### config.mk
export PLATFORM = sky130hd
export DESIGN_NAME = spi_slave
export DESIGN_NICKNAME = d
export VERILOG_FILES = /design/src/mcu_com_pkg.sv /design/src/spi_slave.sv
export SDC_FILE = /design/constraint.sdc
export NUM_CORES = 1
export LEC_CHECK = 0
export BUFFER_PORTS_ARGS = -buffer_cell sky130_fd_sc_hd__buf_4
export CAP_MARGIN = 20
export CORE_UTILIZATION = 25
export DETAILED_ROUTE_END_ITERATION = 8
export PLACE_DENSITY = 0.51
export RECOVER_POWER = 100
export SLEW_MARGIN = 15
export SYNTH_ARGS = -nofsm -noshare
export SYNTH_HDL_FRONTEND = slang
export SYNTH_SLANG_ARGS = --single-unit
### constraint.sdc
create_clock -name clk -period 3.4 [get_ports clk]
set_input_delay 0.51 -clock clk [delete_from_list [all_inputs] [get_ports clk]]
set_output_delay 0.51 -clock clk [all_outputs]
set_load 0.01 [all_outputs]
### src/mcu_com_pkg.sv
`default_nettype none

package mcu_com_pkg;

    // Matrix value format on the wire
    localparam int MATRIX_W      = 24;
    localparam int MATRIX_BYTES  = 3;
    localparam int MATRIX_VALUES = 16;

    typedef logic [7:0]          byte_t;
    typedef logic [3:0]          obj_id_t;
    typedef logic [3:0]          obj_flags_t;
    typedef logic [MATRIX_W-1:0] mat_val_t;

    // Element 0 of matrix is row 0, column 0, values in row-major order
    typedef struct packed {
        obj_id_t                       id;
        obj_flags_t                    flags;
        mat_val_t [MATRIX_VALUES-1:0]  matrix;
    } obj_record_t;

    typedef enum logic [2:0] {
        IDLE,
        NUM_OBJECTS,
        OBJECTS,
        OBJECT_HDR,
        OBJECT_MATRIX,
        OBJECT_DONE,
        DONE
    } com_state_t;

endpackage

`default_nettype wire
### src/spi_slave.sv
`timescale 1ns/1ps
`default_nettype none

module spi_slave #(
    parameter int SYNC_STAGES = 2
) (
    input  logic               clk,
    input  logic               rstn,
    input  logic               i_sck,
    input  logic               i_mosi,
    input  logic               i_csn,
    output logic               o_miso,
    output mcu_com_pkg::byte_t o_rx_byte,
    output logic               o_rx_dv,
    output logic               o_csn_sync
);

    // Synchronizer chains, pin enters at bit 0 (needs at least 2 stages)
    logic [SYNC_STAGES-1:0] sck_sync;
    logic [SYNC_STAGES-1:0] mosi_sync;
    logic [SYNC_STAGES-1:0] csn_sync;
    logic                   sck_prev;
    logic                   sck_rise;
    logic                   sck_fall;
    logic                   byte_end;
    logic [2:0]             bit_cnt;
    mcu_com_pkg::byte_t     rx_shift;
    mcu_com_pkg::byte_t     rx_next;
    mcu_com_pkg::byte_t     tx_shift;

    always_ff @(posedge clk) begin
        if (!rstn) begin
            sck_sync  <= '0;
            mosi_sync <= '0;
            csn_sync  <= '1;
            sck_prev  <= 1'b0;
        end else begin
            sck_sync  <= {sck_sync[SYNC_STAGES-2:0], i_sck};
            mosi_sync <= {mosi_sync[SYNC_STAGES-2:0], i_mosi};
            csn_sync  <= {csn_sync[SYNC_STAGES-2:0], i_csn};
            sck_prev  <= sck_sync[SYNC_STAGES-1];
        end
    end

    assign sck_rise   = sck_sync[SYNC_STAGES-1] & ~sck_prev;
    assign sck_fall   = ~sck_sync[SYNC_STAGES-1] & sck_prev;
    assign o_csn_sync = csn_sync[SYNC_STAGES-1];
    assign rx_next    = {rx_shift[6:0], mosi_sync[SYNC_STAGES-1]};
    assign byte_end   = sck_rise && (bit_cnt == 3'd7);

    always_ff @(posedge clk) begin
        if (!rstn || o_csn_sync) begin
            bit_cnt <= '0;
            o_rx_dv <= 1'b0;
        end else begin
            o_rx_dv <= byte_end;
            if (sck_rise) begin
                bit_cnt <= bit_cnt + 3'd1;
            end
        end
    end

    // MSB first
    always_ff @(posedge clk) begin
        if (sck_rise) begin
            rx_shift <= rx_next;
        end
        if (byte_end) begin
            o_rx_byte <= rx_next;
        end
    end

    // Echo path, the falling edge between bytes keeps bit 7 in place
    always_ff @(posedge clk) begin
        if (!rstn || o_csn_sync) begin
            tx_shift <= '0;
        end else if (byte_end) begin
            tx_shift <= rx_next;
        end else if (sck_fall && (bit_cnt != 3'd0)) begin
            tx_shift <= {tx_shift[6:0], 1'b0};
        end
    end

    assign o_miso = tx_shift[7];

endmodule

`default_nettype wire

=== After elaboration in Yosys (flattened, before gate mapping) ===
Index checks and enable logic that the tools add are counted.
Widths: inputs -> output; s select.

* Memories: 0
* Logic and storage cells: 23
* Memory bits (read-only): 0
* Bits in registers: 34
* Input port bits: 5
* Latch bits: 0
* Output and inout port bits: 11
* Bits in writable memories: 0

* Magnitude comparators: 0
* Shift-type cells: 0
* Bitwise gates (word level): 4
* $add $sub $neg: 1
* Div/mod/pow operators: 0
* Reduce and logical (&&, ||, !) cells: 6
* $mul: 0
* Eq/ne operators: 1
* Mux-type cells: 2

{| class="wikitable"
|+ Operators with widths
! operator !! count
|-
| $mux 8 || 2
|-
| $add 3x1->3 const B || 1
|-
| $eq 3x3->1 const B || 1
|-
| $reduce_bool 3->1 || 1
|-
| $and 1x1->1 || 2
|-
| $logic_and 1x1->1 || 2
|-
| $not 1->1 || 2
|-
| $reduce_bool 2->1 || 1
|-
| $logic_not 1->1 || 1
|-
| $logic_or 1x1->1 || 1
|}

=== Logic depth before layout (Yosys ltp) ===
Gate-level depths: netlist of run 1.

* Depth in word-level cells: 5
* Mapped depth: 6
* Mapped depth without buffers: 6

=== Worst setup path before layout of run 1 ===
No wires, ideal clock.

* Path kind: register to register
* From: reg bit_cnt[0]
* To: reg o_rx_byte[0], enable pin
* Setup time: 322 ps
* Arrival: 991 ps
* Clock period less this slack: 1313 ps
* Path buffers: 0
* Path slack: 2087 ps
* Cell stages (with the launch flop): 5
* Cell sequence: dfxtp_1 -> ha_1 -> ha_1 -> nand3b_4 -> inv_2

* Word-level cells in the longest chain between the ends: 2

{| class="wikitable"
|+ Ends and longest elaborated chain
! item !! RTL line !! source
|-
| from (decl) || spi_slave.sv:26 || <nowiki>logic [2:0] bit_cnt;</nowiki>
|-
| from (signal assigned) || spi_slave.sv:58 || <nowiki>bit_cnt <= bit_cnt + 3'd1;</nowiki>
|-
| $eq 3x3->1 || spi_slave.sv:49 || <nowiki>assign byte_end = sck_rise && (bit_cnt == 3'd7);</nowiki>
|-
| $logic_and 1x1->1 || spi_slave.sv:49 ||
|-
| net byte_end || spi_slave.sv:25 || <nowiki>logic byte_end;</nowiki>
|-
| to (signal assigned) || spi_slave.sv:69 || <nowiki>o_rx_byte <= rx_next;</nowiki>
|-
| to (decl) || spi_slave.sv:13 || <nowiki>output mcu_com_pkg::byte_t o_rx_byte,</nowiki>
|}

The timed path passes the listed nets, and every way through them passes these cells.
A chain may end at the register's enable or synchronous reset.

=== Worst setup path in the final report of run 1 ===
* From: reg bit_cnt[0]
* To: reg tx_shift[6]

* Word-level cells in the longest chain between the ends: 3
* Elaborated cells on any way between the ends: 6
* Those cells by class: eq/ne (1); mux (1); reduce/logical (4)

{| class="wikitable"
|+ Ends and longest elaborated chain
! item !! RTL line !! source
|-
| $eq 3x3->1 * || spi_slave.sv:49 ||
|-
| $logic_and 1x1->1 * || spi_slave.sv:49 ||
|-
| net byte_end || spi_slave.sv:25 ||
|-
| $mux 8 / $reduce_bool 2->1 (equally long branches) || n/a ||
|-
| to (signal assigned) || spi_slave.sv:78 || <nowiki>tx_shift <= rx_next;</nowiki>
|-
| to (signal assigned) || spi_slave.sv:80 || <nowiki>tx_shift <= {tx_shift[6:0], 1'b0};</nowiki>
|-
| to (decl) || spi_slave.sv:29 || <nowiki>mcu_com_pkg::byte_t tx_shift;</nowiki>
|}

The timed path passes the listed nets; every way through them passes the cells marked *.

==> summary.md, run 1 <==
| Metric | Value |
|---|---|
| Status | finished clean |
| Adder-Cell Fraction of Synth Area | 0.03077 |
| Most frequent cells in the layout | 19 x dfxtp_1, 15 x edfxtp_1, 13 x clkbuf_1 |
| # Post-CTS Setup Buffers | 0 |
| Commonest non-fill, non-tap cell in the layout | dfxtp_1 |
| Slew Limit Fails | 0 |
| Die width | 71.86 microns |
| F_max | between 500 and 600 MHz |
| Global route overflow | 0 |
| Largest net degree at the start of global routing | 17 |
| DRC viols | 0 |
| Final setup viols | 0 |
| Syn Area/Cell | 13.55 sq um |
| Post-DR wirelength/cell | approximately 11 microns |
| Power per cell area | between 500 and 600 nW/um^2 |
| Critical path launch point type | flip-flop |
| Max-Cap Viols | 0 |
| Drt pass-1 iters | 4 |
| Ys Warns | 0 |
| Post-synthesis mux area share | 0.01641 |
| Synthesized instance count | 90 |
| DRT Wirelength | 1943 microns |
| Slew @ Worst Pin | 0.5396 ns |
| Finished Layout Cells | 175 |
| WP data required | 3.55 ns |
| RSZ-0062 raised after global routing | false |
| Layout Skew | around 0.008 ns |
| CTS tree | done |
| Initial DRC count | between 40 and 50 |
| Dpl cells | 167 |
| Routed vias | roughly 730 |
| Post-Syn Nets | 98 |
| Library cells used by synthesis | 20 |
| Area growth syn-to-layout | 15.79% |
| Clk Tree Root Cell | clkbuf_8 |
| Routability cong. | around 0.75 |
| CP Capture Type | flip-flop |
| Share of post-route cells with drive strength above 1 | 0.09259 |
| Leakage | 0.4543 nW |
| Synth Area in XOR/XNOR | 0.007179 |
| Post-route cell area | 1413 sq um |
| Worst-skew pair later-pin latency | ~0.29 ns |
| Num CTS Buffers | 5 |
| Clock sinks | 34 |
| Die area | 5163 sq um |
| DR vias/cell | between 4 and 5 |
| Crit path arrival time | around 2.0 ns |
| Detail Route Antenna Nets | 0 |
| Post-Syn Area | 1220 sq um |
| Final worst-path cycle share | 0.5416 |
| Worst Path Max Fanout | 16 |
| Starting Density | 0.2583 |
| Final hold violation count | 0 |
| Setup WS pre-CTS | approximately 1.9 ns |
| Diode count | 0 |
| Hold Path Class | flip-flop to flip-flop |
| Nets | 115 |
| Die Y | 71.86 microns |
| Total track usage | 0.08955 |
| Dpl cell area | 1388 sq um |
| Num rows | 25 |
| Core area | 4723 sq um |
| Setup TNS | 0 ns |
| Worst vdd ir | 0.0002146 V |
| Worst hold slack | slightly above 0.4 ns |
| Clock transition at path regs | 0.07 ns |
| Post-DP HPWL | 1314 microns |
| CTS hold repair buffers | 0 |
| First-pass GRT wire length | roughly 3300 microns |
| Minimum clock period | 1.841 ns |
| Final core occ | 0.2991 |
| Vias in the first global route | approximately 720 |
| CTS resizes | 0 |
| Overall Power | 731.4 uW |
| Boundary Pins | 16 |
| Simple-Gate Fraction of Synth Area | 0.09949 |
| Synth Register Bits | 34 |
| Main combinational cell family by area after synthesis | compound AO/OA/AOI/OAI gates |
| Sequential share of the synthesized area | 0.6810 |
| CP Class | flip-flop to flip-flop |
| I/O Buffers | 15 |
| Post-synthesis compound-gate area fraction | 0.1323 |
| Slew headroom | 0.6398 |
| Initial antenna violation count | 0 |
| Worst setup margin | 1.559 ns |
| Clk buf depth | 2 |
| Maximum level of the CTS H-tree | 2 |
==> cell families (layout without fill, tap and decap cells) <==
logic type	after synthesis	count (layout)
xor gates and xnor gates	1	1
buffers and inverters	8	26
AOI/OAI and AO/OA	23	23
muxes	2	2
DFF	34	34
adders and majority gates	3	3
and+or+nand+nor	19	19
==> sequential cells by signal (all words and copies together) (netlist names) <==
| register | cells |
|---|---|
| rx_shift | 7 |
| o_rx_dv | 1 |
| sck_sync | 2 |
| csn_sync | 2 |
| tx_shift | 8 |
| bit_cnt | 3 |
| mosi_sync | 2 |
| o_rx_byte | 8 |
| sck_prev | 1 |
==> layer usage <==
metal | global-route usage | share of wire
met4 | 0.06536 | 0.033
met3 | 0.03797 | 0.067
met2 | 0.1373 | 0.44
met1 | 0.09938 | 0.46
met5 | 0 | 0
==> final timing paths <==
kind / start / end / slack, ns / cells past startpoint
setup / recovery: bit_cnt[0] / tx_shift[6] / 1.56 / 6
hold / removal: csn_sync[0] / csn_sync[1] / 0.41 / 1
setup reg to reg: bit_cnt[0] / tx_shift[6] / 1.56 / 6
hold reg to reg: csn_sync[0] / csn_sync[1] / 0.41 / 1
==> power by group <==
group	internal (mW)	switching [mW]	leakage, nW
sequential	0.433	0.00416	0.290
clock	0.142	0.139	0.0450
combinational	0.00593	0.00727	0.119
==> cells in the mapped netlist <==
cell type | instances | area share
buf_4 | 2 | 0.012
and2b_1 | 1 | 0.0062
clkbuf_1 | 1 | 0.0031
inv_1 | 2 | 0.0062
mux2i_1 | 2 | 0.016
dfxtp_1 | 19 | 0.31
a32oi_1 | 7 | 0.050
a21oi_1 | 8 | 0.033
edfxtp_1 | 15 | 0.37
nor2b_1 | 2 | 0.010
nand3b_4 | 1 | 0.016
clkbuf_2 | 2 | 0.0082
o211ai_1 | 8 | 0.049
nand2b_1 | 5 | 0.026
and2_1 | 5 | 0.026
nor2_1 | 4 | 0.012
nand2_1 | 1 | 0.0031
inv_2 | 1 | 0.0031
xnor2_1 | 1 | 0.0072
ha_1 | 3 | 0.031
==> cell type report <==
| cell class | instances | area (sq um) |
|---|---|---|
| well taps | 67 | 83.83 |
| clock buffers | 6 | 72.57 |
| inverters | 3 | 11.26 |
| flip-flops and latches | 34 | 830.8 |
| fillers | 493 | 3311 |
| clock inverters | 2 | 10.01 |
| repair buffers | 15 | 67.56 |
| multi-input cells | 48 | 336.6 |
==> critical path: stages, from the launching register on <==
cell      delay, ns
dfxtp_1        0.33
ha_1           0.20
ha_1           0.18
nand3b_1       0.29
inv_1          0.35
a32oi_1        0.27
a21oi_1        0.09
(Power assumes the default switching activity.)
==> run 2: changes to the inputs <==
--- a/config.mk
+++ b/config.mk
@@ -9,7 +9,7 @@
 export CAP_MARGIN = 20
 export CORE_UTILIZATION = 25
 export DETAILED_ROUTE_END_ITERATION = 8
-export PLACE_DENSITY = 0.51
+export PLACE_DENSITY = 0.52
 export RECOVER_POWER = 100
 export SLEW_MARGIN = 15
 export SYNTH_ARGS = -nofsm -noshare
==> constraint.sdc (replaced) <==
create_clock -name clk -period 1.6 [get_ports clk]
set_input_delay 0.24 -clock clk [delete_from_list [all_inputs] [get_ports clk]]
set_output_delay 0.24 -clock clk [all_outputs]
set_load 0.01 [all_outputs]
==> run 2 against run 1 <==
Total power increased by 110%; largest cell class unchanged; critical endpoint unchanged; sequential cell count unchanged; global-route usage increased by 0.16 points; maximum frequency increased by 29%; critical path type unchanged; clock power increased by 110%.
==> summary.md, run 2 (synthesis gave the netlist of run 1 again) <==
| Metric | Value |
|---|---|
| Post-DR wirelength/cell | between 10 and 15 microns |
| Setup TNS | 0 ns |
| Die area | a little over 5000 sq um |
| Worst vdd ir | 0.0005327 V |
| First-pass GRT wire length | about 3400 microns |
| DRT Wirelength | 2008 microns |
| Status | finished clean |
| Routed vias | 744 |
| Initial antenna violation count | 0 |
| Global route overflow | 0 |
| Clock transition at path regs | 0.07 ns |
| Setup WS pre-CTS | 0.1029 ns |
| Worst-skew pair later-pin latency | between 0.2 and 0.3 ns |
| Minimum clock period | 1.430 ns |
| Final worst-path cycle share | 0.8938 |
| Starting Density | 0.2583 |
| Post-DP HPWL | about 1300 microns |
| Core area | 4723 sq um |
| Slew Limit Fails | 0 |
| Biggest regs | o_rx_byte x8, tx_shift x8, rx_shift x7 |
| CP Class | flip-flop to flip-flop |
| DR vias/cell | 4.203 |
| Largest net degree at the start of global routing | 17 |
| Num rows | 25 |
| Leakage | a little under 0.5 nW |
| Final hold violation count | 0 |
| Most frequent cells in the layout | 19 x dfxtp_1, 15 x edfxtp_1, 12 x clkbuf_1 |
| Num CTS Buffers | 5 |
| Detail Route Antenna Nets | 0 |
| Clk Tree Root Cell | clkbuf_8 |
| Power per cell area | 1077 nW/um^2 |
| Clock sinks | 34 |
| RSZ-0062 raised after global routing | false |
| Clk buf depth | 2 |
| DRC viols | 0 |
| CTS tree | done |
| Hold Path Class | primary input to flip-flop |
| Die Y | around 70 microns |
| # Post-CTS Setup Buffers | 0 |
| Slew @ Worst Pin | just under 0.5 ns |
| Maximum level of the CTS H-tree | 2 |
| Area growth syn-to-layout | 18.26% |
| Max-Cap Viols | 0 |
| Nets | 117 |
| Worst Path Max Fanout | 16 |
| Share of post-route cells with drive strength above 1 | 0.1273 |
| Final setup viols | 0 |
| Drt pass-1 iters | 4 |
| Commonest non-fill, non-tap cell in the layout | dfxtp_1 |
| Diode count | 0 |
| F_max | 699.3 MHz |
| Critical path launch point type | flip-flop |
| Initial DRC count | 33 |
| Routability cong. | 0.7491 |
| Crit path arrival time | 1.58 ns |
| Layout Skew | about 0.0045 ns |
| I/O Buffers | 15 |
| WP data required | 1.75 ns |
| Vias in the first global route | between 700 and 800 |
| Total track usage | 0.09118 |
| Boundary Pins | 16 |
| Slew headroom | 0.6746 |
| CP Capture Type | flip-flop |
| Worst setup margin | between 0.15 and 0.2 ns |
| Die width | 71.86 microns |
[run 2: repair_timing]
item	4_1_cts	5_1_grt
endpoints found under the setup margin	0	2
hold buffers	0	0
hold endpoints to repair	0	0
gates resized for setup	0	2
[run 2: stage by stage]
stage	power (mW)	instance area [sq um]	hold slack [ns]	utilization	cells
final	1.554	1443	0.1589	0.3054	177
after floorplan	0.9653	1220	0.3130	-	90
after detailed placement	0.9821	1403	0.4021	0.2970	169
after global placement	0.9810	1403	0.3973	0.2970	169
after global routing	1.630	1443	0.1536	0.3054	177
after CTS	1.579	1488	0.1319	0.3150	177
[run 2: layout make-up]
cell class                      instances  area, sq um
Fill cell                             495         3281
Sequential cell                        34        830.8
Multi-Input combinational cell         48        349.1
Tap cell                               67        83.83
Timing Repair Buffer                   17        80.08
Clock buffer                            5        68.82
Clock inverter                          3        16.27
Inverter                                3        13.76
[run 2: worst paths after layout]
check | depth (start not counted) | startpoint | slack, ns | end
worst max-delay path | 6 | bit_cnt[0] | 0.17 | tx_shift[6]
worst min-delay path | 2 | i_csn | 0.16 | csn_sync[0]
worst max register to register | 6 | bit_cnt[0] | 0.17 | tx_shift[6]
worst min register to register | 1 | csn_sync[0] | 0.42 | csn_sync[1]
[run 2: power breakdown]
group | internal [mW] | switching (mW) | total, mW
registers | 0.920 | 0.00952 | 0.930
logic | 0.0139 | 0.0156 | 0.0295
clock network | 0.297 | 0.297 | 0.595
total | 1.23 | 0.322 | 1.55
[run 2: worst max-delay path, stage by stage, from the launching register on]
cell and delay [ns]:
dfxtp_1 0.33, ha_1 0.21, ha_1 0.21, nand3b_4 0.15, inv_4 0.11, a32oi_1 0.19, a21oi_1 0.10
[run 2: per-layer routing]
layer	part of all wire	wire [microns]	global-route usage
met5	0	0	0
met4	0.0090	18	0.04793
met3	0.066	133	0.05485
met2	0.47	937	0.1352
met1	0.46	919	0.1024
