<file path="src/mcu_com_pkg.sv">
`default_nettype none

package mcu_com_pkg;

    // Matrix value format on the wire
    localparam int MATRIX_W      = 24;
    localparam int MATRIX_BYTES  = 3;
    localparam int MATRIX_VALUES = 16;

    typedef logic [7:0]          byte_t;
    typedef logic [3:0]          obj_id_t;
    typedef logic [3:0]          obj_flags_t;
    typedef logic [MATRIX_W-1:0] mat_val_t;

    // Element 0 of matrix is row 0, column 0, values in row-major order
    typedef struct packed {
        obj_id_t                       id;
        obj_flags_t                    flags;
        mat_val_t [MATRIX_VALUES-1:0]  matrix;
    } obj_record_t;

    typedef enum logic [2:0] {
        IDLE,
        NUM_OBJECTS,
        OBJECTS,
        OBJECT_HDR,
        OBJECT_MATRIX,
        OBJECT_DONE,
        DONE
    } com_state_t;

endpackage

`default_nettype wire
</file>
<file path="src/mcu_fpga_com.sv">
`timescale 1ns/1ps
`default_nettype none

module mcu_fpga_com (
    input  logic                     clk,
    input  logic                     rstn,
    input  logic                     i_new_frame,
    input  logic                     i_csn_sync,
    input  mcu_com_pkg::byte_t       i_rx_byte,
    input  logic                     i_rx_dv,
    output logic                     o_mcu_ready,
    output mcu_com_pkg::byte_t       o_num_objects,
    output logic                     o_num_objects_dv,
    output mcu_com_pkg::obj_record_t o_object,
    output logic                     o_object_dv,
    output logic                     o_frame_done
);

    localparam int VAL_CNT_W  = $clog2(mcu_com_pkg::MATRIX_VALUES);
    localparam int BYTE_CNT_W = $clog2(mcu_com_pkg::MATRIX_BYTES);
    localparam int KEEP_W     = mcu_com_pkg::MATRIX_W - 8;

    localparam logic [VAL_CNT_W-1:0]  LAST_VAL  = VAL_CNT_W'(mcu_com_pkg::MATRIX_VALUES - 1);
    localparam logic [BYTE_CNT_W-1:0] LAST_BYTE = BYTE_CNT_W'(mcu_com_pkg::MATRIX_BYTES - 1);

    mcu_com_pkg::com_state_t state;
    mcu_com_pkg::com_state_t next_state;
    mcu_com_pkg::byte_t      obj_cnt;
    logic [VAL_CNT_W-1:0]    val_cnt;
    logic [BYTE_CNT_W-1:0]   byte_cnt;
    logic                    rx_ok;
    logic                    matrix_end;

    assign rx_ok      = i_rx_dv & ~i_csn_sync;
    assign matrix_end = (val_cnt == LAST_VAL) && (byte_cnt == LAST_BYTE);

    always_ff @(posedge clk) begin
        if (!rstn) begin
            state <= mcu_com_pkg::IDLE;
        end else begin
            state <= next_state;
        end
    end

    // Byte-waiting states drop back to IDLE when chip select goes high
    always_comb begin
        next_state = state;
        case (state)
            mcu_com_pkg::IDLE: begin
                if (!i_csn_sync) begin
                    next_state = mcu_com_pkg::NUM_OBJECTS;
                end
            end
            mcu_com_pkg::NUM_OBJECTS: begin
                if (i_csn_sync) begin
                    next_state = mcu_com_pkg::IDLE;
                end else if (i_rx_dv) begin
                    next_state = mcu_com_pkg::OBJECTS;
                end
            end
            mcu_com_pkg::OBJECTS: begin
                if (obj_cnt == o_num_objects) begin
                    next_state = mcu_com_pkg::DONE;
                end else begin
                    next_state = mcu_com_pkg::OBJECT_HDR;
                end
            end
            mcu_com_pkg::OBJECT_HDR: begin
                if (i_csn_sync) begin
                    next_state = mcu_com_pkg::IDLE;
                end else if (i_rx_dv) begin
                    next_state = mcu_com_pkg::OBJECT_MATRIX;
                end
            end
            mcu_com_pkg::OBJECT_MATRIX: begin
                if (i_csn_sync) begin
                    next_state = mcu_com_pkg::IDLE;
                end else if (i_rx_dv && matrix_end) begin
                    next_state = mcu_com_pkg::OBJECT_DONE;
                end
            end
            mcu_com_pkg::OBJECT_DONE: next_state = mcu_com_pkg::OBJECTS;
            mcu_com_pkg::DONE:        next_state = mcu_com_pkg::IDLE;
            default:                  next_state = mcu_com_pkg::IDLE;
        endcase
    end

    always_ff @(posedge clk) begin
        if (!rstn) begin
            o_num_objects    <= '0;
            o_num_objects_dv <= 1'b0;
            o_object_dv      <= 1'b0;
            o_frame_done     <= 1'b0;
            obj_cnt          <= '0;
            val_cnt          <= '0;
            byte_cnt         <= '0;
        end else begin
            o_num_objects_dv <= 1'b0;
            o_object_dv      <= (state == mcu_com_pkg::OBJECT_DONE);
            o_frame_done     <= (state == mcu_com_pkg::DONE);
            case (state)
                mcu_com_pkg::NUM_OBJECTS: begin
                    if (rx_ok) begin
                        o_num_objects    <= i_rx_byte;
                        o_num_objects_dv <= 1'b1;
                        obj_cnt          <= '0;
                    end
                end
                mcu_com_pkg::OBJECT_HDR: begin
                    if (rx_ok) begin
                        val_cnt  <= '0;
                        byte_cnt <= '0;
                    end
                end
                mcu_com_pkg::OBJECT_MATRIX: begin
                    if (rx_ok) begin
                        if (byte_cnt == LAST_BYTE) begin
                            byte_cnt <= '0;
                            val_cnt  <= val_cnt + 1'b1;
                        end else begin
                            byte_cnt <= byte_cnt + 1'b1;
                        end
                    end
                end
                mcu_com_pkg::OBJECT_DONE: obj_cnt <= obj_cnt + 8'd1;
                default: begin
                end
            endcase
        end
    end

    // Record is assembled in place, valid while o_object_dv is high
    always_ff @(posedge clk) begin
        if (rx_ok && (state == mcu_com_pkg::OBJECT_HDR)) begin
            o_object.id    <= i_rx_byte[7:4];
            o_object.flags <= i_rx_byte[3:0];
        end
        if (rx_ok && (state == mcu_com_pkg::OBJECT_MATRIX)) begin
            o_object.matrix[val_cnt] <= {o_object.matrix[val_cnt][KEEP_W-1:0], i_rx_byte};
        end
    end

    assign o_mcu_ready = i_new_frame && (state == mcu_com_pkg::IDLE);

endmodule

`default_nettype wire

</file>
<file path="config.mk">
export PLATFORM = sky130hd
export DESIGN_NAME = mcu_fpga_com
export DESIGN_NICKNAME = d
export VERILOG_FILES = /design/src/mcu_com_pkg.sv /design/src/mcu_fpga_com.sv
export SDC_FILE = /design/constraint.sdc
export NUM_CORES = 1
export LEC_CHECK = 0
export BUFFER_PORTS_ARGS = -buffer_cell sky130_fd_sc_hd__buf_2
export CORE_ASPECT_RATIO = 1.75
export CORE_MARGIN = 8
export CORE_UTILIZATION = 52
export DETAILED_ROUTE_END_ITERATION = 10
export MAX_ROUTING_LAYER = met4
export PLACE_DENSITY = 0.81
export SYNTH_ARGS = -nofsm -noshare
export SYNTH_HDL_FRONTEND = slang
export SYNTH_SLANG_ARGS = --single-unit
</file>
<file path="constraint.sdc">
create_clock -name clk -period 3.95 [get_ports clk]
set_clock_uncertainty 0.05 [all_clocks]
set_input_delay 0.395 -clock clk [delete_from_list [all_inputs] [get_ports clk]]
set_output_delay 0.395 -clock clk [all_outputs]
set_load 0.1 [all_outputs]
</file>
== After elaboration in Yosys (flattened, before gate mapping) ==
Cells that the tools add are included.
W data, S select, Z words.

* Flip-flop bits (word level): 420
* Input port bits: 13
* Output and inout port bits: 404

* $add $sub $neg: 3
* Magnitude comparators: 2
* Eq/ne operators: 17
* Muxes and demuxes: 25
* Bitwise operators: 2
* Reductions and logical operators: 15

{| class="wikitable"
|+ Operator list
! cell !! count
|-
| $bwmux W384 || 1
|-
| $bmux W24 S4 || 1
|-
| $demux W24 S4 || 1
|-
| $mux W24 || 1
|-
| $mux W3 || 8
|-
| $pmux W3 S6 || 1
|-
| $mux W16 || 1
|-
| $pmux W8 S2 || 1
|-
| $mux W4 || 3
|-
| $ne A2 B2 Y1 const B || 5
|-
| $eq A3 B3 Y1 const B || 3
|-
| $ne A3 B3 Y1 const B || 3
|-
| $add A8 B1 Y8 const B || 1
|-
| $eq A8 B8 Y1 || 1
|-
| $mux W8 || 1
|-
| $pmux W4 S2 || 1
|-
| $reduce_and A4 Y1 || 2
|-
| $eq A3 B2 Y1 const B || 2
|-
| $logic_and A1 B1 Y1 || 6
|-
| $mux W2 || 3
|-
| $reduce_and A2 Y1 || 3
|-
| $lt A4 B5 Y1 const B || 1
|-
| $add A4 B1 Y4 const B || 1
|-
| $eq A4 B4 Y1 const B || 1
|-
| 11 further kinds || 12
|}

== Depth between registers and ports, before layout ==
Gate-level depths: netlist (run 1).

* Depth in word-level cells: 6
* Mapped depth: 8
* Depth with buffers taken out: 5

== Worst setup path before layout (run 1) ==
Ideal clock, no wire load.

* Path type: input port to flip-flop
* Start point: input port i_csn_sync
* End point: register o_object[264] (netlist name), enable pin
* Setup time: 0.435 ns
* Arrival time: 2.618 ns
* Data required time: 3.465 ns
* Setup slack: 0.847 ns
* Cell stages on the path: 4
* Path buffers: 1
* Path through: buf_6 -> nor4b_4 -> nand3_1 -> nor3_1

* Word-level cells in the longest chain between the ends: 3

{| class="wikitable"
|+ Ends and longest elaborated chain
! element !! line !! text
|-
| start: declaration || mcu_fpga_com.sv:8 || <nowiki>input logic i_csn_sync,</nowiki>
|-
| $not A1 Y1 || mcu_fpga_com.sv:34 || <nowiki>assign rx_ok = i_rx_dv & ~i_csn_sync;</nowiki>
|-
| $and A1 B1 Y1 || mcu_fpga_com.sv:34 ||
|-
| $logic_and A1 B1 Y1 || mcu_fpga_com.sv:138 || <nowiki>if (rx_ok && (state == mcu_com_pkg::OBJECT_MATRIX)) begin</nowiki>
|-
| end: declaration || mcu_fpga_com.sv:14 || <nowiki>output mcu_com_pkg::obj_record_t o_object,</nowiki>
|}

Every way passes these cells.
A chain may end at the register's enable or synchronous reset.

== Worst setup path in the final report (run 1) ==
* Start point: register state[2]
* End point: register o_object[66] (netlist name), enable pin

* Word-level cells in the longest chain between the ends: 2

{| class="wikitable"
|+ Ends and longest elaborated chain
! element !! line !! text
|-
| start: declaration || mcu_fpga_com.sv:26 || <nowiki>mcu_com_pkg::com_state_t state;</nowiki>
|-
| start signal: assignment || mcu_fpga_com.sv:39 || <nowiki>state <= mcu_com_pkg::IDLE;</nowiki>
|-
| start signal: assignment || mcu_fpga_com.sv:41 || <nowiki>state <= next_state;</nowiki>
|-
| $eq A3 B3 Y1 || mcu_fpga_com.sv:138 ||
|-
| $logic_and A1 B1 Y1 || mcu_fpga_com.sv:138 ||
|}

Every way passes these cells.

==> results of run 1 <==
per-layer routing:
| metal | wire length, um | up-vias | track usage, % |
|---|---|---|---|
| li1 | - | 3783 | - |
| met1 | 15640 | 4661 | 28.24 |
| met2 | 25460 | 635 | 46.61 |
| met3 | 4130 | 127 | 6.725 |
| met4 | 2556 | 0 | 14.24 |
| met5 | 0 | - | - |
synth_stat cells, drive strengths merged (3+ instances only):
cell type	number	area (um2)
mux4	64	1441
inv	3	11.26
a21boi	4	30.03
ha	5	62.56
a22oi	34	260.3
nor4	4	40.04
a21oi	6	30.03
nor3b	8	60.06
o21a	3	22.52
nand4	5	31.28
nor3	5	25.02
nand3b	3	22.52
and3b	4	35.03
nand3	4	20.02
and2	15	93.84
buf	17	120.1
dfxtp	28	560.5
clkbuf	16	60.06
edfxtp	392	11770
and3	10	62.56
nand2	24	90.09
o21ai	8	40.03
nor2b	16	100.1
nor2	9	33.78
mux2i	9	90.09
xnor2	8	70.07
logic make-up (layout without fill, tap and decap cells):
logic type	after synthesis	count (layout)	share of synthesized area [%]
xor gates and xnor gates	9	9	0.5145
buffers and inverters	36	489	1.249
muxes	73	73	9.996
AOI/OAI and AO/OA	58	58	2.662
and+or+nand+nor	117	117	4.679
adders and majority gates	5	5	0.4083
other	0	1	0
DFF	420	420	80.49
metrics by stage:
step | hold WS (ns) | total power [W] | worst slack, ns | cell area [um2]
2_1_floorplan | 0.4208 | 0.005014 | 0.8468 | 15320
3_3_place_gp | 0.4437 | 0.005048 | 1.230 | 17810
3_5_place_dp | 0.4506 | 0.005052 | 1.070 | 17810
4_1_cts | 0.1981 | 0.008625 | 1.031 | 19010
5_1_grt | 0.2180 | 0.008794 | 0.8336 | 19010
6_report | 0.2315 | 0.008604 | 0.9756 | 19010
cells in the final DEF (no fill, tap or decap), types with 6 or more instances in the layout:
master     count
a21oi_1        6
a22oi_1       33
and2_1         8
and2_2         7
and3_2         8
buf_2        416
buf_4          7
clkbuf_16     37
clkinv_2       6
dfxtp_1       26
edfxtp_1     392
mux2i_1        9
mux4_2        64
nand2_1       24
nor2_1         8
nor2b_1       14
nor3b_1        8
o21ai_0        7
xnor2_1        8
final cells by class:
cell class	count	area (um2)	share of cell area (%)
timing repair buffer	424	2155	11.33
sequential	420	12340	64.90
clock buffer	42	954.7	5.021
tap	382	478.0	2.514
antenna	1	2.502	0.01316
clock inverter	20	244.0	1.283
inverter	3	11.26	0.05923
multi-input combinational	262	2829	14.88
state kept, by name (all words and copies together), names as in the netlist:
signal            cells
byte_cnt              2
o_frame_done          1
o_num_objects         8
o_num_objects_dv      1
o_object            392
o_object_dv           1
obj_cnt               8
state                 3
val_cnt               4
worst register-to-register path: cells and delay by family (launching register included):
kind             cells  cell delay [ns]
DFF                  1             0.63
and+or+nand+nor      4             1.90
how the worst min path moves through the flow:
stage	start	endpoint
2_1_floorplan	byte_cnt[1]	byte_cnt[1]
3_3_place_gp	byte_cnt[1]	byte_cnt[1]
3_5_place_dp	byte_cnt[1]	byte_cnt[1]
4_1_cts	i_rx_byte[5]	o_object[389]
5_1_grt	i_rx_byte[5]	o_object[389]
6_report	i_rx_byte[7]	o_object[199]
report_power, final:
group / switching [W] / internal [W] / total, W / leakage [nW]
logic: 0.0000941 / 0.0000303 / 0.000124 / 2.49
registers: 0.0000153 / 0.00482 / 0.00483 / 3.75
clock network: 0.00158 / 0.00207 / 0.00365 / 0.573
==> impl_metrics.py, run 1 <==
metrics = {
    "clocking": {
        "cts_resized": 0,
        "clock_latency_ns": 0.52,
        "root_buffer": "clkbuf_16",
        "clk_pin_slew_ns": 0.07,
        "htree_levels": 2,
        "cts_max_path_buffers": 3,
        "cts.sinks": 420,
        "cts_tree": "yes",
        "cts_made_buffers": 36,
        "post_cts_buffers": 0,
        "hold_buffers": 0,
    },
    "layout": {
        "fillers": 1979,
        "nets": 1165,
        "post-route-util_pct": 65.15,
        "finalNonFillerCells": 1554,
        "final_layout_size_suffix_gt1_share_pct": 48.68,
        "syn2layout_area_growth_pct": 24.10,
    },
    "worst_setup_path": {
        "rr_startpoint": "state[2]",
        "worstPathArrival_ns": 3.07,
        "required_ns": 4.04,
        "path_depth": 4,
        "startpoint_type": "register",
        "critPathMaxStageDelay_ns": 0.79,
        "crit_fanout": 24,
        "path_buf_inv": 0,
        "crit_type": "register to register",
        "path_cells": "nor4b_4 -> and2_1 -> nor3b_1 -> and2_2",
        "crit_family": "simple AND/OR/NAND/NOR gates",
        "crit_path_top_delay_cell": "and2_2",
        "r2r_end": "o_object[66]",
        "crit_start": "state[2]",
        "r2r.worst_path.cells": 4,
        "r2r_slack_ns": 0.98,
        "setup.worst_path.end": "o_object[66]",
        "cp-end-kind": "register",
    },
    "timing": {
        "hold_viol": 0,
        "rsz0062_at_grt": "no",
        "setup_viol": 0,
        "fin_tns_setup_ns": 0,
        "layout_min_cycle_time_ns": 2.974,
        "tightest_slew_ns": 1.074,
        "relSlewSlack_pct": 28.40,
        "min_period_over_period_pct": 75.30,
        "clock.fmax_ghz": 0.3362,
        "final_max_slew_viol_count": 0,
    },
    "floorplan": {
        "die_w_um": 145.8,
        "core_mm2": 0.02918,
        "floorplan.initialDensity_pct": 52.50,
        "ioPinCount": 417,
        "dieArea_mm2": 0.03543,
        "row_count": 83,
        "dieHeight_um": 243.1,
    },
    "flow_run": {
        "drv_cap": 0,
    },
    "pwr": {
        "p_per_area_mw_per_mm2": 452.5,
        "ir_drop_v": 0.0003624,
        "static-leakage-power_nw": 6.810,
    },
    "placed_design": {
        "numPortBuffers": 416,
        "gp_congestion": 0.9260,
        "dpl.hpwl_um": 31880,
        "dp_cells": 1491,
    },
    "route": {
        "dr.pass1.iters": 5,
        "first_iter_violations": 1090,
        "ant_nets": 0,
        "via_per_inst": 5.924,
        "drc": 0,
        "via_count": 9206,
        "routedWlPerCell_um": 30.75,
        "wl_um": 47790,
    },
    "logic_synthesis": {
        "syn_nets": 736,
        "ys.flop_type": "edfxtp_1",
        "syn_avg_cell_area_um2": 21.34,
        "yosysWarnings": 0,
        "seq_area_frac_synth_pct": 80.49,
        "synth_edf_count": 392,
        "synth_seq_cells": 420,
        "async_flop_share_pct": 0,
        "syn_inst": 718,
        "synthesis.area_mm2": 0.01532,
        "synth.distinct_cells": 45,
    },
    "global_route": {
        "grt_max_degree": 70,
        "grt_overflow": 0,
        "antenna_found_initial": 1,
        "first_global_vias": 9535,
        "grt.total_usage_pct": 27.09,
        "grt_pass1_wl_um": 67060,
    },
    "run_status": {
        "status": "complete, no violations",
    },
    "worst_hold_path": {
        "whs_path_depth": 1,
        "hp-class": "input pin to register",
    },
}
(Power assumes the default switching activity.)
==> run 2, diff against run 1 <==
CORE_UTILIZATION = 47   (was 52)
PLACE_DENSITY = 0.78   (was 0.81)
clock period = 2.7 ns   (was 3.95 ns; I/O delays follow)
==> run 2 against run 1 <==
Compared with the run above:
- register-to-register slack got worse by 0.76 ns
- critical path type unchanged
- total power grew 47%
- first-iteration DRC count decreased by 19%
- via count rose by 3.6%
- largest cell class unchanged
- sequential power increased by 46%
- worst setup slack lost 0.76 ns
- largest power group unchanged
- clock power rose by 48%
- count of clock-buffer cells in the layout is 5 higher
- sequential cell count stayed put
- die area rose by 9.7%
==> impl_metrics.py, run 2 (same netlist as run 1, synthesis figures left out) <==
metrics = {
    "global_route": {
        "grt_pass1_wl_um": 71120,
        "grt_overflow": 0,
        "grt.total_usage_pct": 26.17,
        "grt_max_degree": 28,
        "first_global_vias": 9880,
        "antenna_found_initial": 0,
    },
    "route": {
        "ant_nets": 0,
        "routedWlPerCell_um": 31.36,
        "via_count": 9535,
        "drc": 0,
        "wl_um": 50680,
        "via_per_inst": 5.900,
        "dr.pass1.iters": 5,
        "first_iter_violations": 880,
    },
    "placed_design": {
        "numPortBuffers": 416,
        "dpl.hpwl_um": 35150,
        "gp_congestion": 0.9001,
        "pre_cts_ws_ns": 0.2229,
    },
    "timing": {
        "final_max_slew_viol_count": 0,
        "setup_viol": 0,
        "relSlewSlack_pct": 57.44,
        "min_period_over_period_pct": 91.88,
        "clock.fmax_ghz": 0.4031,
        "setup_slack_ns": 0.2193,
        "rsz0062_at_grt": "no",
        "hold_viol": 0,
        "tightest_slew_ns": 0.6368,
        "layout_min_cycle_time_ns": 2.481,
        "fin_tns_setup_ns": 0,
    },
    "clocking": {
        "cts_tree": "yes",
        "root_buffer": "clkbuf_16",
        "cts_max_path_buffers": 3,
        "cts_resized": 0,
        "hold_buffers": 0,
        "cts.sinks": 420,
        "post_cts_buffers": 0,
        "cts_made_buffers": 38,
        "htree_levels": 2,
        "clock_latency_ns": 0.54,
        "clk_pin_slew_ns": 0.07,
    },
    "worst_hold_path": {
        "hp-class": "input pin to register",
        "whs_path_depth": 1,
        "hold_path_end": "o_object[172]",
        "worstHoldStart": "i_rx_byte[4]",
    },
    "worst_setup_path": {
        "r2r_end": "o_object[248]",
        "startpoint_type": "register",
        "rr_startpoint": "state[2]",
        "worstPathArrival_ns": 2.67,
        "crit_fanout": 15,
        "cp-end-kind": "register",
        "crit_type": "register to register",
        "r2r.worst_path.cells": 5,
        "required_ns": 2.89,
        "r2r_slack_ns": 0.22,
    },
    "layout": {
        "nets": 1205,
        "syn2layout_area_growth_pct": 27.46,
        "antenna_cells": 0,
        "top_register": "o_object",
        "final_layout_size_suffix_gt1_share_pct": 49.75,
        "final_cell_mix": "buf_2, edfxtp_1, mux4_2",
        "largestRegisters": "o_object: 392 flops, o_num_objects: 8 flops, obj_cnt: 8 flops",
        "layout_commonest_cell": "buf_2",
        "largest_register_ffs": 392,
    },
    "run_status": {
        "status": "complete, no violations",
    },
    "floorplan": {
        "core_mm2": 0.03222,
        "row_count": 87,
        "dieHeight_um": 254.8,
        "floorplan.initialDensity_pct": 47.55,
        "ioPinCount": 417,
        "die_w_um": 152.5,
        "dieArea_mm2": 0.03886,
    },
    "pwr": {
        "static-leakage-power_nw": 7.090,
        "ir_drop_v": 0.0005871,
        "p_per_area_mw_per_mm2": 649.1,
    },
    "flow_run": {
        "drv_cap": 0,
    },
}
-- run 2: changes by cell type in the layout (fill, tap and decap cells not counted), moves of 2 or more --
cell	previous run	this run
clkinv_1	1	9
clkbuf_16	37	41
clkinvlp_4	5	0
buf_12	1	13
bufinv_16	5	3
buf_4	7	33
clkbuf_1	4	6
-- run 2: through the flow --
stage | cell area, um2 | hold slack, ns | util, % | std cells | power [W]
global route | 19530 | 0.09066 | 60.61 | 1616 | 0.01296
floorplan | 15330 | 0.3189 | - | 718 | 0.007335
CTS | 19530 | 0.08100 | 60.61 | 1616 | 0.01273
global placement | 18280 | 0.4434 | 56.74 | 1547 | 0.007391
finish | 19530 | 0.09642 | 60.61 | 1616 | 0.01268
detailed placement | 18280 | 0.4613 | 56.74 | 1547 | 0.007399
-- run 2: report_power, final --
group	switching (W)	leakage, nW	internal [W]
Combinational	0.000149	2.73	0.0000481
Sequential	0.0000134	3.75	0.00705
Clock	0.00235	0.613	0.00307
Total	0.00251	7.09	0.0102
-- run 2: worst max path at each step --
stage                     startpoint            end  slack (ns)  depth (start not counted)
after floorplan             state[0]  o_object[264]        0.37                          4
after global placement      state[2]  o_object[256]        0.34                          5
after CTS                 val_cnt[0]  o_object[380]        0.20                          5
final                       state[2]  o_object[248]        0.22                          5
after detailed placement  val_cnt[0]  o_object[308]        0.22                          5
after global routing      val_cnt[0]  o_object[380]        0.09                          5
-- run 2: area by class of cell --
type,instances,area (um2)
fill,2306,12690
sequential,420,12340
multi-input combinational,262,2840
timing repair buffer,462,2590
clock buffer,47,1049
tap,400,500.5
clock inverter,22,198.9
inverter,3,11.26
-- run 2: per-layer routing --
layer  GRT usage, %  vias up  routed length, um
met2          45.39      618              26820
li1               -     3878                  -
met1          28.15     4913              17330
met4          12.46        0               2301
met3          6.220      126               4222
met5              -        -                  0
-- run 2: worst max-delay path: stages, from the launching register on --
cell     delay, ns
dfxtp_1       0.64
nor4b_4       0.42
nand3_1       0.20
nor2_1        0.17
and2_2        0.47
buf_12        0.21
==> run 3, diff against run 2 <==
ABC_AREA = 1   (was unset)
clock period = 2.05 ns   (was 2.7 ns; I/O delays follow)
==> run 3 against run 2 <==
Compared with the run above:
- clock power grew 30%
- sequential share of layout area shrank 1.3 points
- wire length grew 2.1%
- register-to-register slack lost 0.16 ns
- the flow now finishes with violations (design-rule violations)
- final area grew 2.1%
- non-clock buffer count grew 16
- critical path type unchanged
- sequential power grew 35%
- die area grew 0.46%
- critical endpoint is now o_object[254]
- worst setup slack lost 0.16 ns
==> impl_metrics.py, run 3 <==
metrics = {
    "layout": {
        "fillers": 2470,
        "final_layout_size_suffix_gt1_share_pct": 36.87,
        "largestRegisters": "o_object: 392 flops, o_num_objects: 8 flops, obj_cnt: 8 flops",
        "antenna_cells": 0,
        "layout_commonest_cell": "buf_2",
        "top_register": "o_object",
        "final_cell_mix": "buf_2, edfxtp_1, nor2_1",
        "syn2layout_area_growth_pct": 29.45,
        "fin_area_mm2": 0.01993,
        "largest_register_ffs": 392,
        "nets": 1548,
    },
    "pwr": {
        "static-leakage-power_nw": 7.480,
        "total_power_w": 0.01817,
        "ir_drop_v": 0.0007927,
        "p_per_area_mw_per_mm2": 911.7,
    },
    "logic_synthesis": {
        "synth_most_common_cell": "edfxtp_1",
        "yosys-top-cells-area": "edfxtp_1, o21ai_0, nor2_1",
        "synth_top_area_share_pct": 76.44,
        "synth_compound_area_share_pct": 8.329,
        "yosys-mux-area-fraction_pct": 0,
        "synth.top_cells.by_count": "edfxtp_1, nor2_1, o21ai_0",
        "synth_largest_area_cell": "edfxtp_1",
        "synth-simple-area-share_pct": 8.743,
        "synth_top_family_by_area": "simple AND/OR/NAND/NOR gates",
        "synth_edf_count": 392,
        "synthesis.area_mm2": 0.01540,
        "synth_seq_cells": 420,
        "synth_fa_ha_area_share_pct": 0.4063,
        "async_flop_share_pct": 0,
        "syn_nets": 1080,
        "syn_avg_cell_area_um2": 14.50,
        "seq_area_frac_synth_pct": 80.08,
        "syn_inst": 1062,
        "ys.flop_type": "edfxtp_1",
        "synth.distinct_cells": 36,
        "yosysWarnings": 0,
        "synthXorXnorAreaFrac_pct": 0.2844,
    },
    "timing": {
        "rsz0062_at_grt": "yes",
        "clock.fmax_ghz": 0.5028,
        "min_period_over_period_pct": 97.01,
        "setup_slack_ns": 0.06122,
        "layout_min_cycle_time_ns": 1.989,
        "setup_viol": 0,
        "tightest_slew_ns": 0.5697,
        "hold_viol": 0,
        "holdWs_ns": 0.07619,
        "relSlewSlack_pct": 62.28,
        "final_max_slew_viol_count": 0,
    },
    "route": {
        "first_iter_violations": 1082,
        "wl_um": 51740,
        "drc": 1,
        "ant_nets": 0,
        "dr.pass1.iters": 10,
        "via_count": 11040,
        "routedWlPerCell_um": 26.44,
        "via_per_inst": 5.641,
    },
    "global_route": {
        "grt_pass1_wl_um": 74230,
        "grt_overflow": 0,
        "first_global_vias": 11050,
        "grt_max_degree": 62,
        "grt.total_usage_pct": 26.48,
        "antenna_found_initial": 0,
    },
    "floorplan": {
        "dieHeight_um": 255.4,
        "die_w_um": 152.8,
        "row_count": 87,
        "floorplan.initialDensity_pct": 47.79,
        "ioPinCount": 417,
        "dieArea_mm2": 0.03904,
        "core_mm2": 0.03222,
    },
    "placed_design": {
        "gp_congestion": 0.9028,
        "dpl.hpwl_um": 36850,
        "placed_cell_area_mm2": 0.01867,
        "pre_cts_ws_ns": 0.08872,
        "numPortBuffers": 416,
    },
    "clocking": {
        "cts_made_buffers": 37,
        "cts_tree": "yes",
        "htree_levels": 2,
        "root_buffer": "clkbuf_16",
        "clk_pin_slew_ns": 0.07,
        "clock_latency_ns": 0.53,
        "cts_max_path_buffers": 3,
        "post_cts_buffers": 0,
        "cts.sinks": 420,
    },
    "worst_setup_path": {
        "crit_type": "register to register",
        "worstPathArrival_ns": 2.17,
        "r2r.worst_path.cells": 6,
        "cp-end-kind": "register",
        "startpoint_type": "register",
        "crit_fanout": 24,
        "required_ns": 2.23,
    },
    "worst_hold_path": {
        "whs_path_depth": 1,
        "hp-class": "input pin to register",
    },
    "run_status": {
        "status": "finished, violations left",
        "violations": "design-rule violations",
    },
    "flow_run": {
        "drv_cap": 0,
    },
}
[run 3: critical path, stage by stage, from the launching register on]
cell and delay, ns:
dfxtp_1 0.37, nor2_1 0.20, nand2_2 0.13, nor2_4 0.23, nand2_1 0.27, nor2_2 0.20, buf_12 0.21
[run 3: final cells by class]
cell class / instances / area [um2] / share of cell area (%)
clock buffers: 43 / 991.0 / 4.971
multi-input cells: 562 / 2834 / 14.22
clock inverters: 23 / 232.7 / 1.167
repair buffers: 478 / 2920 / 14.65
flip-flops and latches: 420 / 12340 / 61.89
inverters: 31 / 118.9 / 0.5963
well taps: 400 / 500.5 / 2.511
[run 3: cell families after synthesis]
kind of cell,Yosys count
buf+inv,80
flops,420
xor+xnor,5
fa+ha+maj,5
simple gates,319
compound gates,233
[run 3: through the flow]
stage	util (%)	setup TNS, ns	std cells
6_report	61.87	0	1957
5_1_grt	61.87	-0.05797	1957
4_1_cts	61.83	0	1957
3_5_place_dp	57.94	0	1888
3_3_place_gp	57.94	0	1888
2_1_floorplan	-	-74.80	1062
[run 3: final timing paths]
kind,slack [ns],startpoint,end
setup / recovery,0.06,state[1],o_object[254]
hold / removal,0.08,i_rx_byte[2],o_object[386]
setup reg to reg,0.06,state[1],o_object[254]
hold reg to reg,0.42,byte_cnt[1],byte_cnt[1]
[run 3: repair_timing]
| action | CTS | global route |
|---|---|---|
| resized for setup | 0 | 3 |
| endpoints found under the hold margin | 12 | 0 |
| hold buffers | 3 | 0 |
| endpoints found under the setup margin | 0 | 37 |
[run 3: layer usage]
layer | global-route usage (%) | wire (um)
met4 | 12.62 | 2483
met1 | 30.02 | 17890
met5 | - | 0
met2 | 44.04 | 26440
met3 | 5.882 | 4934
[run 3: where the power goes]
group	internal, W	leakage (nW)	switching, W
Clock	0.00400	0.594	0.00306
Sequential	0.00951	3.75	0.0000570
Combinational	0.000380	3.14	0.00117
